### config.mk
export PLATFORM = sky130hd
export DESIGN_NAME = pdp1d_top
export DESIGN_NICKNAME = d
export VERILOG_FILES = /design/src/pdp1d_pkg.sv /design/src/pdp1d_apb_regs.sv /design/src/pdp1d_pipe.sv /design/src/pdp1d_accum.sv /design/src/pdp1d_top.sv
export VERILOG_INCLUDE_DIRS = /design/src /design/src/include
export SDC_FILE = /design/constraint.sdc
export NUM_CORES = 1
export LEC_CHECK = 0
export BUFFER_PORTS_ARGS = -buffer_cell sky130_fd_sc_hd__buf_2
export CORE_ASPECT_RATIO = 1.5
export CORE_UTILIZATION = 45
export CTS_BUF_LIST = sky130_fd_sc_hd__clkbuf_16
export DETAILED_ROUTE_END_ITERATION = 8
export SLEW_MARGIN = 20
export SYNTH_ARGS = -nofsm -noshare
export SYNTH_HDL_FRONTEND = slang
export SYNTH_SLANG_ARGS = --single-unit
### constraint.sdc
create_clock -name nvdla_core_clk -period 3.85 [get_ports nvdla_core_clk]
set_input_delay 0.385 -clock nvdla_core_clk [delete_from_list [all_inputs] [get_ports nvdla_core_clk]]
set_output_delay 0.385 -clock nvdla_core_clk [all_outputs]
set_load 0.01 [all_outputs]
### src/include/pdp1d_params.svh
// pdp1d sizing constants
`ifndef PDP1D_PARAMS_SVH
`define PDP1D_PARAMS_SVH

// lanes carried per input beat
`define PDP1D_LANES 4
// 8-bit element plus 3 guard bits for sums
`define PDP1D_LANE_W 11
// channel groups with their own running result
`define PDP1D_GROUPS 8
`define PDP1D_GRP_W 3
// window size field, elements minus one
`define PDP1D_SIZE_W 3
// stages standing in for the adder latency
`define PDP1D_PIPE_DEPTH 4
// apb decode
`define PDP1D_APB_AW 8
`define PDP1D_ADDR_CTRL 8'h00

`endif

### src/pdp1d_pkg.sv
// pdp1d shared types
`include "pdp1d_params.svh"

package pdp1d_pkg;

  // pooling operation, code 3 is rejected by the register block
  typedef enum logic [1:0] {
    POOL_MEAN = 2'd0,
    POOL_MAX  = 2'd1,
    POOL_MIN  = 2'd2
  } pool_type_e;

  // one signed lane
  typedef logic signed [`PDP1D_LANE_W-1:0] lane_t;

  // full beat, lane 0 in the low bits
  typedef lane_t [`PDP1D_LANES-1:0] beat_data_t;

  // channel group index
  typedef logic [`PDP1D_GRP_W-1:0] grp_t;

  // window elements minus one
  typedef logic [`PDP1D_SIZE_W-1:0] win_size_t;

endpackage

### src/pdp1d_apb_regs.sv
// pdp1d control registers
`timescale 1ns/100ps
`include "pdp1d_params.svh"

module pdp1d_apb_regs (
  input  logic                      nvdla_core_clk,
  input  logic                      nvdla_core_rstn,
  input  logic                      psel,
  input  logic                      penable,
  input  logic                      pwrite,
  input  logic [`PDP1D_APB_AW-1:0]  paddr,
  input  logic [31:0]               pwdata,
  output logic [31:0]               prdata,
  output logic                      pready,
  output logic                      pslverr,
  output logic                      pool_en,
  output pdp1d_pkg::pool_type_e     pool_type
);

  ////////////////////////////////////////////////////////////
  // access decode
  ////////////////////////////////////////////////////////////

  logic access;
  logic addr_hit;
  logic type_bad;
  logic wr_ok;

  // access phase only, setup phase does nothing
  assign access   = psel & penable;
  assign addr_hit = (paddr == `PDP1D_ADDR_CTRL);
  // type code 3 has no operator behind it
  assign type_bad = pwrite & (pwdata[2:1] == 2'd3);
  assign wr_ok    = access & pwrite & addr_hit & ~type_bad;

  // no wait states
  assign pready  = 1'b1;
  // bad address or bad type, write is dropped
  assign pslverr = access & (~addr_hit | type_bad);

  ////////////////////////////////////////////////////////////
  // ctrl register
  ////////////////////////////////////////////////////////////

  // bit 0 enable, bits 2:1 pooling type
  always_ff @(posedge nvdla_core_clk or negedge nvdla_core_rstn) begin
    if (!nvdla_core_rstn) begin
      pool_en   <= 1'b0;
      pool_type <= pdp1d_pkg::POOL_MEAN;
    end else if (wr_ok) begin
      pool_en   <= pwdata[0];
      pool_type <= pdp1d_pkg::pool_type_e'(pwdata[2:1]);
    end
  end

  ////////////////////////////////////////////////////////////
  // read back
  ////////////////////////////////////////////////////////////

  // unused bits read as zero
  always_comb begin
    prdata = 32'd0;
    if (psel && !pwrite && addr_hit) begin
      prdata[0]   = pool_en;
      prdata[2:1] = pool_type;
    end
  end

endmodule

### src/pdp1d_pipe.sv
// pdp1d latency pipeline
`timescale 1ns/100ps
`include "pdp1d_params.svh"

module pdp1d_pipe (
  input  logic                   nvdla_core_clk,
  input  logic                   nvdla_core_rstn,
  input  logic                   in_valid,
  input  pdp1d_pkg::beat_data_t  in_data,
  input  pdp1d_pkg::grp_t        in_grp,
  input  logic                   in_first,
  input  logic                   in_last,
  input  logic                   pipe_ready,
  output logic                   in_ready,
  output logic                   pipe_valid,
  output pdp1d_pkg::beat_data_t  pipe_data,
  output pdp1d_pkg::grp_t        pipe_grp,
  output logic                   pipe_first,
  output logic                   pipe_last
);

  localparam int DEPTH = `PDP1D_PIPE_DEPTH;

  // per stage state, index 0 nearest the input
  logic                  stg_vld   [DEPTH];
  logic                  stg_rdy   [DEPTH];
  pdp1d_pkg::beat_data_t stg_data  [DEPTH];
  pdp1d_pkg::grp_t       stg_grp   [DEPTH];
  logic                  stg_first [DEPTH];
  logic                  stg_last  [DEPTH];

  // what feeds each stage, and who drains it
  logic                  src_vld   [DEPTH];
  pdp1d_pkg::beat_data_t src_data  [DEPTH];
  pdp1d_pkg::grp_t       src_grp   [DEPTH];
  logic                  src_first [DEPTH];
  logic                  src_last  [DEPTH];
  logic                  dn_rdy    [DEPTH];

  genvar k;
  generate
    for (k = 0; k < DEPTH; k++) begin : g_stg
      if (k == 0) begin : g_head
        assign src_vld[k]   = in_valid;
        assign src_data[k]  = in_data;
        assign src_grp[k]   = in_grp;
        assign src_first[k] = in_first;
        assign src_last[k]  = in_last;
      end else begin : g_body
        assign src_vld[k]   = stg_vld[k-1];
        assign src_data[k]  = stg_data[k-1];
        assign src_grp[k]   = stg_grp[k-1];
        assign src_first[k] = stg_first[k-1];
        assign src_last[k]  = stg_last[k-1];
      end

      // last stage drains into the accumulator
      if (k == DEPTH - 1) begin : g_tail
        assign dn_rdy[k] = pipe_ready;
      end else begin : g_mid
        assign dn_rdy[k] = stg_rdy[k+1];
      end

      // load when empty or when the next stage takes our beat
      assign stg_rdy[k] = ~stg_vld[k] | dn_rdy[k];

      always_ff @(posedge nvdla_core_clk or negedge nvdla_core_rstn) begin
        if (!nvdla_core_rstn) begin
          stg_vld[k] <= 1'b0;
        end else if (stg_rdy[k]) begin
          stg_vld[k] <= src_vld[k];
        end
      end

      // payload follows the handshake
      always_ff @(posedge nvdla_core_clk) begin
        if (src_vld[k] && stg_rdy[k]) begin
          stg_data[k]  <= src_data[k];
          stg_grp[k]   <= src_grp[k];
          stg_first[k] <= src_first[k];
          stg_last[k]  <= src_last[k];
        end
      end
    end
  endgenerate

  assign in_ready   = stg_rdy[0];
  assign pipe_valid = stg_vld[DEPTH-1];
  assign pipe_data  = stg_data[DEPTH-1];
  assign pipe_grp   = stg_grp[DEPTH-1];
  assign pipe_first = stg_first[DEPTH-1];
  assign pipe_last  = stg_last[DEPTH-1];

endmodule

### src/pdp1d_accum.sv
// pdp1d per-group accumulator
`timescale 1ns/100ps
`include "pdp1d_params.svh"

module pdp1d_accum (
  input  logic                   nvdla_core_clk,
  input  logic                   nvdla_core_rstn,
  input  pdp1d_pkg::pool_type_e  pool_type,
  input  logic                   pipe_valid,
  input  pdp1d_pkg::beat_data_t  pipe_data,
  input  pdp1d_pkg::grp_t        pipe_grp,
  input  logic                   pipe_first,
  input  logic                   pipe_last,
  input  logic                   out_ready,
  output logic                   pipe_ready,
  output logic                   out_valid,
  output pdp1d_pkg::beat_data_t  out_data,
  output pdp1d_pkg::win_size_t   out_size
);

  localparam int GROUPS = `PDP1D_GROUPS;
  localparam int LANES  = `PDP1D_LANES;

  ////////////////////////////////////////////////////////////
  // lane operator
  ////////////////////////////////////////////////////////////

  // acc is the running value, din the new element
  function automatic pdp1d_pkg::lane_t pool_lane(
    input pdp1d_pkg::lane_t      acc,
    input pdp1d_pkg::lane_t      din,
    input pdp1d_pkg::pool_type_e op
  );
    pdp1d_pkg::lane_t res;
    begin
      case (op)
        // sum wraps at lane width, divide happens downstream
        pdp1d_pkg::POOL_MEAN: res = pdp1d_pkg::lane_t'(acc + din);
        pdp1d_pkg::POOL_MAX:  res = (din > acc) ? din : acc;
        pdp1d_pkg::POOL_MIN:  res = (din < acc) ? din : acc;
        default:              res = '0;
      endcase
      pool_lane = res;
    end
  endfunction

  ////////////////////////////////////////////////////////////
  // group buffers
  ////////////////////////////////////////////////////////////

  pdp1d_pkg::beat_data_t res_buf  [GROUPS];
  pdp1d_pkg::win_size_t  size_buf [GROUPS];

  pdp1d_pkg::beat_data_t cur_res;
  pdp1d_pkg::win_size_t  cur_size;
  pdp1d_pkg::beat_data_t comb_res;
  pdp1d_pkg::beat_data_t new_res;
  pdp1d_pkg::win_size_t  new_size;
  logic                  consume;

  // exit beat taken when the output slot is free or draining
  assign pipe_ready = ~out_valid | out_ready;
  assign consume    = pipe_valid & pipe_ready;

  // running state of the addressed group
  assign cur_res  = res_buf[pipe_grp];
  assign cur_size = size_buf[pipe_grp];

  always_comb begin
    for (int l = 0; l < LANES; l++) begin
      comb_res[l] = pool_lane(cur_res[l], pipe_data[l], pool_type);
    end
  end

  // first beat restarts the window
  assign new_res  = pipe_first ? pipe_data : comb_res;
  assign new_size = pipe_first ? '0 : pdp1d_pkg::win_size_t'(cur_size + 1'b1);

  // only the addressed group moves
  always_ff @(posedge nvdla_core_clk or negedge nvdla_core_rstn) begin
    if (!nvdla_core_rstn) begin
      for (int g = 0; g < GROUPS; g++) begin
        res_buf[g]  <= '0;
        size_buf[g] <= '0;
      end
    end else if (consume) begin
      res_buf[pipe_grp]  <= new_res;
      size_buf[pipe_grp] <= new_size;
    end
  end

  ////////////////////////////////////////////////////////////
  // output register
  ////////////////////////////////////////////////////////////

  // held while out_ready is low
  always_ff @(posedge nvdla_core_clk or negedge nvdla_core_rstn) begin
    if (!nvdla_core_rstn) begin
      out_valid <= 1'b0;
    end else if (consume && pipe_last) begin
      out_valid <= 1'b1;
    end else if (out_ready) begin
      out_valid <= 1'b0;
    end
  end

  // result of the window that just closed
  always_ff @(posedge nvdla_core_clk) begin
    if (consume && pipe_last) begin
      out_data <= new_res;
      out_size <= new_size;
    end
  end

endmodule

### src/pdp1d_top.sv
// pdp1d pooling unit top
`timescale 1ns/100ps
`include "pdp1d_params.svh"

module pdp1d_top (
  input  logic                      nvdla_core_clk,
  input  logic                      nvdla_core_rstn,
  // apb config port
  input  logic                      psel,
  input  logic                      penable,
  input  logic                      pwrite,
  input  logic [`PDP1D_APB_AW-1:0]  paddr,
  input  logic [31:0]               pwdata,
  output logic [31:0]               prdata,
  output logic                      pready,
  output logic                      pslverr,
  // input beats
  input  logic                      in_valid,
  input  pdp1d_pkg::beat_data_t     in_data,
  input  pdp1d_pkg::grp_t           in_grp,
  input  logic                      in_first,
  input  logic                      in_last,
  output logic                      in_ready,
  // pooled results
  output logic                      out_valid,
  output pdp1d_pkg::beat_data_t     out_data,
  output pdp1d_pkg::win_size_t      out_size,
  input  logic                      out_ready
);

  logic                  pool_en;
  pdp1d_pkg::pool_type_e pool_type;
  logic                  pipe_in_ready;
  logic                  pipe_valid;
  pdp1d_pkg::beat_data_t pipe_data;
  pdp1d_pkg::grp_t       pipe_grp;
  logic                  pipe_first;
  logic                  pipe_last;
  logic                  pipe_ready;

  pdp1d_apb_regs u_regs (
    .nvdla_core_clk (nvdla_core_clk),
    .nvdla_core_rstn(nvdla_core_rstn),
    .psel           (psel),
    .penable        (penable),
    .pwrite         (pwrite),
    .paddr          (paddr),
    .pwdata         (pwdata),
    .prdata         (prdata),
    .pready         (pready),
    .pslverr        (pslverr),
    .pool_en        (pool_en),
    .pool_type      (pool_type)
  );

  // disabled unit takes no beats
  assign in_ready = pipe_in_ready & pool_en;

  pdp1d_pipe u_pipe (
    .nvdla_core_clk (nvdla_core_clk),
    .nvdla_core_rstn(nvdla_core_rstn),
    .in_valid       (in_valid & pool_en),
    .in_data        (in_data),
    .in_grp         (in_grp),
    .in_first       (in_first),
    .in_last        (in_last),
    .pipe_ready     (pipe_ready),
    .in_ready       (pipe_in_ready),
    .pipe_valid     (pipe_valid),
    .pipe_data      (pipe_data),
    .pipe_grp       (pipe_grp),
    .pipe_first     (pipe_first),
    .pipe_last      (pipe_last)
  );

  pdp1d_accum u_accum (
    .nvdla_core_clk (nvdla_core_clk),
    .nvdla_core_rstn(nvdla_core_rstn),
    .pool_type      (pool_type),
    .pipe_valid     (pipe_valid),
    .pipe_data      (pipe_data),
    .pipe_grp       (pipe_grp),
    .pipe_first     (pipe_first),
    .pipe_last      (pipe_last),
    .out_ready      (out_ready),
    .pipe_ready     (pipe_ready),
    .out_valid      (out_valid),
    .out_data       (out_data),
    .out_size       (out_size)
  );

endmodule

After elaboration in Yosys (flattened, before gate mapping)
Memory sizes are Yosys's and may differ from the RTL's. Index checks and enable logic that the tools add are counted.

Add/sub/neg operators: 5. $lt $le $gt $ge: 10. Equality and inequality tests: 3. Multiplexer cells: 37. Bitwise operators: 23. Reductions and logical operators: 12.

Operators by type and width (count): $bwmux W352 (1); $mux W44 (4); $bmux W44 S3 (1); $demux W44 S3 (1); $pmux W11 S3 (4); $mux W11 (8); $add A11 B11 Y11 (4); $gt A11 B11 Y1 (4); $lt A11 B11 Y1 (4); $bwmux W24 (1); $mux W3 (5); $mux W1 (10); $and A1 B1 Y1 (9); $bmux W3 S3 (1); $demux W3 S3 (1); $logic_and A1 B1 Y1 (8); $logic_not A8 Y1 (1); $not A1 Y1 (7); $or A1 B1 Y1 (6); $eq A2 B2 Y1 const B (2); $ge A4 B4 Y1 const B (1); $lt A4 B1 Y1 const B (1); $not A3 Y4 (1); $add A3 B1 Y3 const B (1); 4 further kinds (4).

Flip-flop bits (word level): 431. Memory bits (writable): 196. Input bits: 96. Output and inout bits: 83. Logic and storage cells: 146. Memories: 4.

Memory list: u_pipe.stg_data (words 4, width 44, read ports 4, clocked after Yosys merged registers in 0, wr ports 4, RTL line pdp1d_pipe.sv:27) `pdp1d_pkg::beat_data_t stg_data [DEPTH];`; u_pipe.stg_grp (words 4, width 3, read ports 4, clocked after Yosys merged registers in 0, wr ports 4, RTL line pdp1d_pipe.sv:28) `pdp1d_pkg::grp_t stg_grp [DEPTH];`; u_pipe.stg_first (words 4, width 1, read ports 4, clocked after Yosys merged registers in 0, wr ports 4, RTL line pdp1d_pipe.sv:29) `logic stg_first [DEPTH];`; u_pipe.stg_last (words 4, width 1, read ports 4, clocked after Yosys merged registers in 0, wr ports 4, RTL line pdp1d_pipe.sv:30) `logic stg_last [DEPTH];`.

Logic depth before layout (Yosys ltp)
An unclocked memory read counts as a cell.

Depth in word-level cells: 10. Mapped depth: 19. Depth with buffers taken out: 14.

Hierarchy
Synthesis repeated with hierarchy kept, for this count alone.

Cells, all modules: 2650. Area total of the unflattened synthesis: 30958.4 um^2.

Modules (own cells, without submodules): pdp1d_accum (instances 1, cells an instance 2385, area an instance 24448.4 um^2, sequential area each 10845.4 um^2); pdp1d_pipe (instances 1, cells an instance 213, area an instance 6075.8 um^2, sequential area each 5985.7 um^2); pdp1d_apb_regs (instances 1, cells an instance 50, area an instance 421.7 um^2, sequential area each 75.1 um^2); pdp1d_top (instances 1, cells an instance 2, area an instance 12.5 um^2, sequential area each 0.0 um^2).

Least setup slack after synthesis
No wires, ideal clock.

Path type: register to register. From: memory u_pipe.stg_grp[3][0] (netlist bit). To: register u_accum.out_data[21] (netlist bit) (data pin). Library setup time: 0.273 ns. Arrival time: 3.887 ns. Data required time: 3.577 ns. Path slack: -0.310 ns. Stages on the path, launching flop included: 18. Path buffers: 4. Period minus slack after synthesis: 4.160 ns. Cells stage by stage: edfxtp_1 > buf_6 > buf_4 > nor2_1 > buf_2 > a22oi_1 > o221ai_1 > inv_1 > ha_1 > clkbuf_1 > nand2_1 > o21ai_1 > a2111oi_0 > mux2_2 > a32oi_1 > o31ai_1 > nor3_2 > o21ai_0.

RTL lines: start: declaration (RTL line pdp1d_pipe.sv:28); end signal: assignment (RTL line pdp1d_accum.sv:110) `out_data <= new_res;`; end: declaration (RTL line pdp1d_accum.sv:17) `output pdp1d_pkg::beat_data_t out_data,`.

==> results.yml <==
sta:
  setup_viol: 395
  fin_crit_sh: 1.10
  slew_viol_final: 0
  fin_ws_ps: -388
  max_slew.worst_pin.slew_ps: 1020
  slew_headroom: 0.318
  finClkSkew_ps: 39.0
  rsz0062_at_grt: "yes"
  min_period_ps: 4240
  hold_violations: 0
  fmax_ghz: 0.236
synth:
  synth_edf_count: 243
  syn_area_um2: 30300
  synth_mux_area_frac: 0.130
  synth_top_family_by_area: "compound AO/OA/AOI/OAI gates"
  async_flop_share: 0.612
  synth_xor_area_frac: 0.00693
  seq_area_frac_synth: 0.557
  ys_types: 98
  synth-compound-area-share: 0.137
  synth_seq_cells: 627
  yosys.area_share.simple: 0.0880
  synth_ff_type: "dfrtp_1"
  yosysWarnings: 0
  syn_area_per_cell_um2: 12.0
  synth_cells: 2518
  synthAdderAreaFrac: 0.0394
global_routing:
  grt_pass1_wl_um: 143000
  grt_start_max_net_pins: 125
  grt_remaining_overflow: 0
  antenna_found_initial: 1
  grt_use_total: 0.275
  grt_pass1_vias: 23900
pwr:
  switching_share: 0.217
  p_leak_uw: 0.0176
  vdd_drop_max_mv: 0.306
  seqPwrFrac: 0.526
  switchingPower_uw: 2880
  powerDensity_nw_per_um2: 327
  p_comb_frac: 0.039
  p_int_uw: 10400
  power_frac_clock: 0.434
setup_path:
  crit_arrival_ps: 4780
  reg2reg_slack_ps: -390
  crit_required_ps: 4390
  crit_type: "reg2reg"
  cp-start-kind: "register"
  cp_max_fo: 7
  end_kind: "register"
routing:
  firstDrtPassIters: 5
  avgRoutedWirePerCell_um: 23.6
  drtIter0Drc: 1785
  ant_nets: 0
  vias: 23300
  viasPerCell: 5.74
  wl_um: 95600
  drc: 0
clock_tree:
  cts_root_buf: "clkbuf_16"
  cts-buffers-inserted: 58
  clk_pin_slew_ps: 70
  cts_tree: "built"
  clkLatencyLatePin_ps: 660
  htreeDepth: 2
  clockBufferDepth: 3
  clkSinkCount: 627
floorplan:
  die_h_um: 320
  io_pins: 179
  initial_core_util: 0.455
  die_w_um: 214
  dieArea_um2: 68500
  rows: 116
  core_um2: 66600
finish:
  final_nets: 3309
  drive_gt1_frac: 0.412
  area_growth_pct: 33.7
  final_cells: 4053
  final_cell_area_um2: 40500
  layout_common_cells: "buf_4, dfrtp_1, nand2_1"
  final_common_cell: "buf_4"
  utilization: 0.609
  antennaDiodeCount: 0
  nFillCells: 5245
run_status:
  status: "finished with violations"
  violations: "setup timing"
run:
  max-cap-violations: 0
placement:
  numPortBuffers: 119
  placed_cell_area_um2: 34800
  gp_congestion: 0.921
  place_worst_setup_slack_ps: -674
  place_hpwl_um: 65100
  place_inst: 3785
hold_path:
  hp-class: "in2reg"
[metal layers]
layer / global-route usage / up-vias / share of wire
met5: 0 / - / 0.00014
met4: 0.132 / 2 / 0.054
met3: 0.0363 / 252 / 0.051
met2: 0.473 / 781 / 0.49
met1: 0.341 / 11800 / 0.40
li1: - / 10400 / -
[repair_timing]
item,CTS,global route
cloned,12,6
setup endpoints to repair,396,396
endpoints found under the hold margin,169,0
setup buffers,50,47
pin swaps,90,88
hold buffers,52,0
gates resized for setup,283,297
[final timing paths]
kind,startpoint,end,cells past startpoint
max,u_pipe.stg_grp[3][0],u_accum.res_buf[195],18
min,pwdata[1],u_regs.pool_type[0],2
max reg2reg,u_pipe.stg_grp[3][0],u_accum.res_buf[195],18
max in group asynchronous,nvdla_core_rstn,u_accum.res_buf[33],4
min in group asynchronous,nvdla_core_rstn,u_accum.res_buf[229],2
min reg2reg,u_pipe.stg_data[0][14],u_pipe.stg_data[1][14],0
[final cells by class]
type                       instances  area [µm²]  share of cell area
sequential                       627       16900               0.417
multi-input combinational       1657       14400               0.355
timing repair buffer             678        5870               0.145
clock buffer                      59        1480              0.0364
tap                              885        1110              0.0273
clock inverter                    49         410              0.0101
inverter                          98         379             0.00935
[cells by family (layout without fill, tap and decap cells)]
logic type,count (synthesis),after routing
and+or+nand+nor,601,601
muxes,308,308
adders and majority gates,93,93
DFF,627,627
buffers and inverters,267,884
other,2,30
AOI/OAI and AO/OA,596,601
xor gates and xnor gates,24,24
[Yosys cell counts (30+ instances only)]
library cell / count / area [µm²]
dfrtp_1: 384 / 9610
nand2_1: 332 / 1250
edfxtp_1: 243 / 7300
mux2_2: 213 / 2400
o21ai_0: 184 / 921
inv_1: 96 / 360
nor2_1: 94 / 353
ha_1: 89 / 1110
a21oi_1: 88 / 440
clkbuf_1: 72 / 270
mux4_2: 47 / 1060
mux2i_1: 45 / 450
buf_2: 44 / 220
buf_4: 41 / 308
nand3_1: 34 / 170
o31ai_1: 33 / 248
a221oi_1: 30 / 263
[power by group through the flow]
stage                     Clock, µW  Sequential, µW  Combinational [µW]
after floorplan                   0            7100                 180
after global placement            0            7100                 395
after detailed placement          0            7100                 404
after global routing           6120            6970                 565
final                          5750            6970                 522
after CTS                      5890            6970                 485
[flip-flops by register name (all words and copies together), names as in the netlist]
signal             flops
u_accum.out_data      44
u_accum.out_size       3
u_accum.out_valid      1
u_accum.res_buf      352
u_accum.size_buf      24
u_pipe.pipe_valid      1
u_pipe.src_vld         3
u_pipe.stg_data      176
u_pipe.stg_first       4
u_pipe.stg_grp        12
u_pipe.stg_last        4
u_regs.pool_en         1
u_regs.pool_type       2
[worst max-delay path: stages, from the launching register on]
cell	delay (ps)
edfxtp_1	420
buf_12	190
buf_12	140
buf_8	100
mux4_2	510
mux2_4	330
inv_4	80
ha_4	210
nand4_1	170
a211oi_2	90
buf_4	160
a2111o_1	450
nand2_2	120
buf_6	120
mux2i_2	190
o32a_1	200
a41oi_4	180
buf_6	190
mux2_2	260
[per-stage QoR]
step	setup TNS, ps	hold WS [ps]	total power [µW]
detailed placement	-178310	405	7510
finish	-79350	37.3	13200
CTS	-65760	3.34	13300
global route	-130270	24.2	13700
floorplan	-7.79	89.4	7280
global placement	-161640	402	7500
Power figures use the tool's default switching activity.
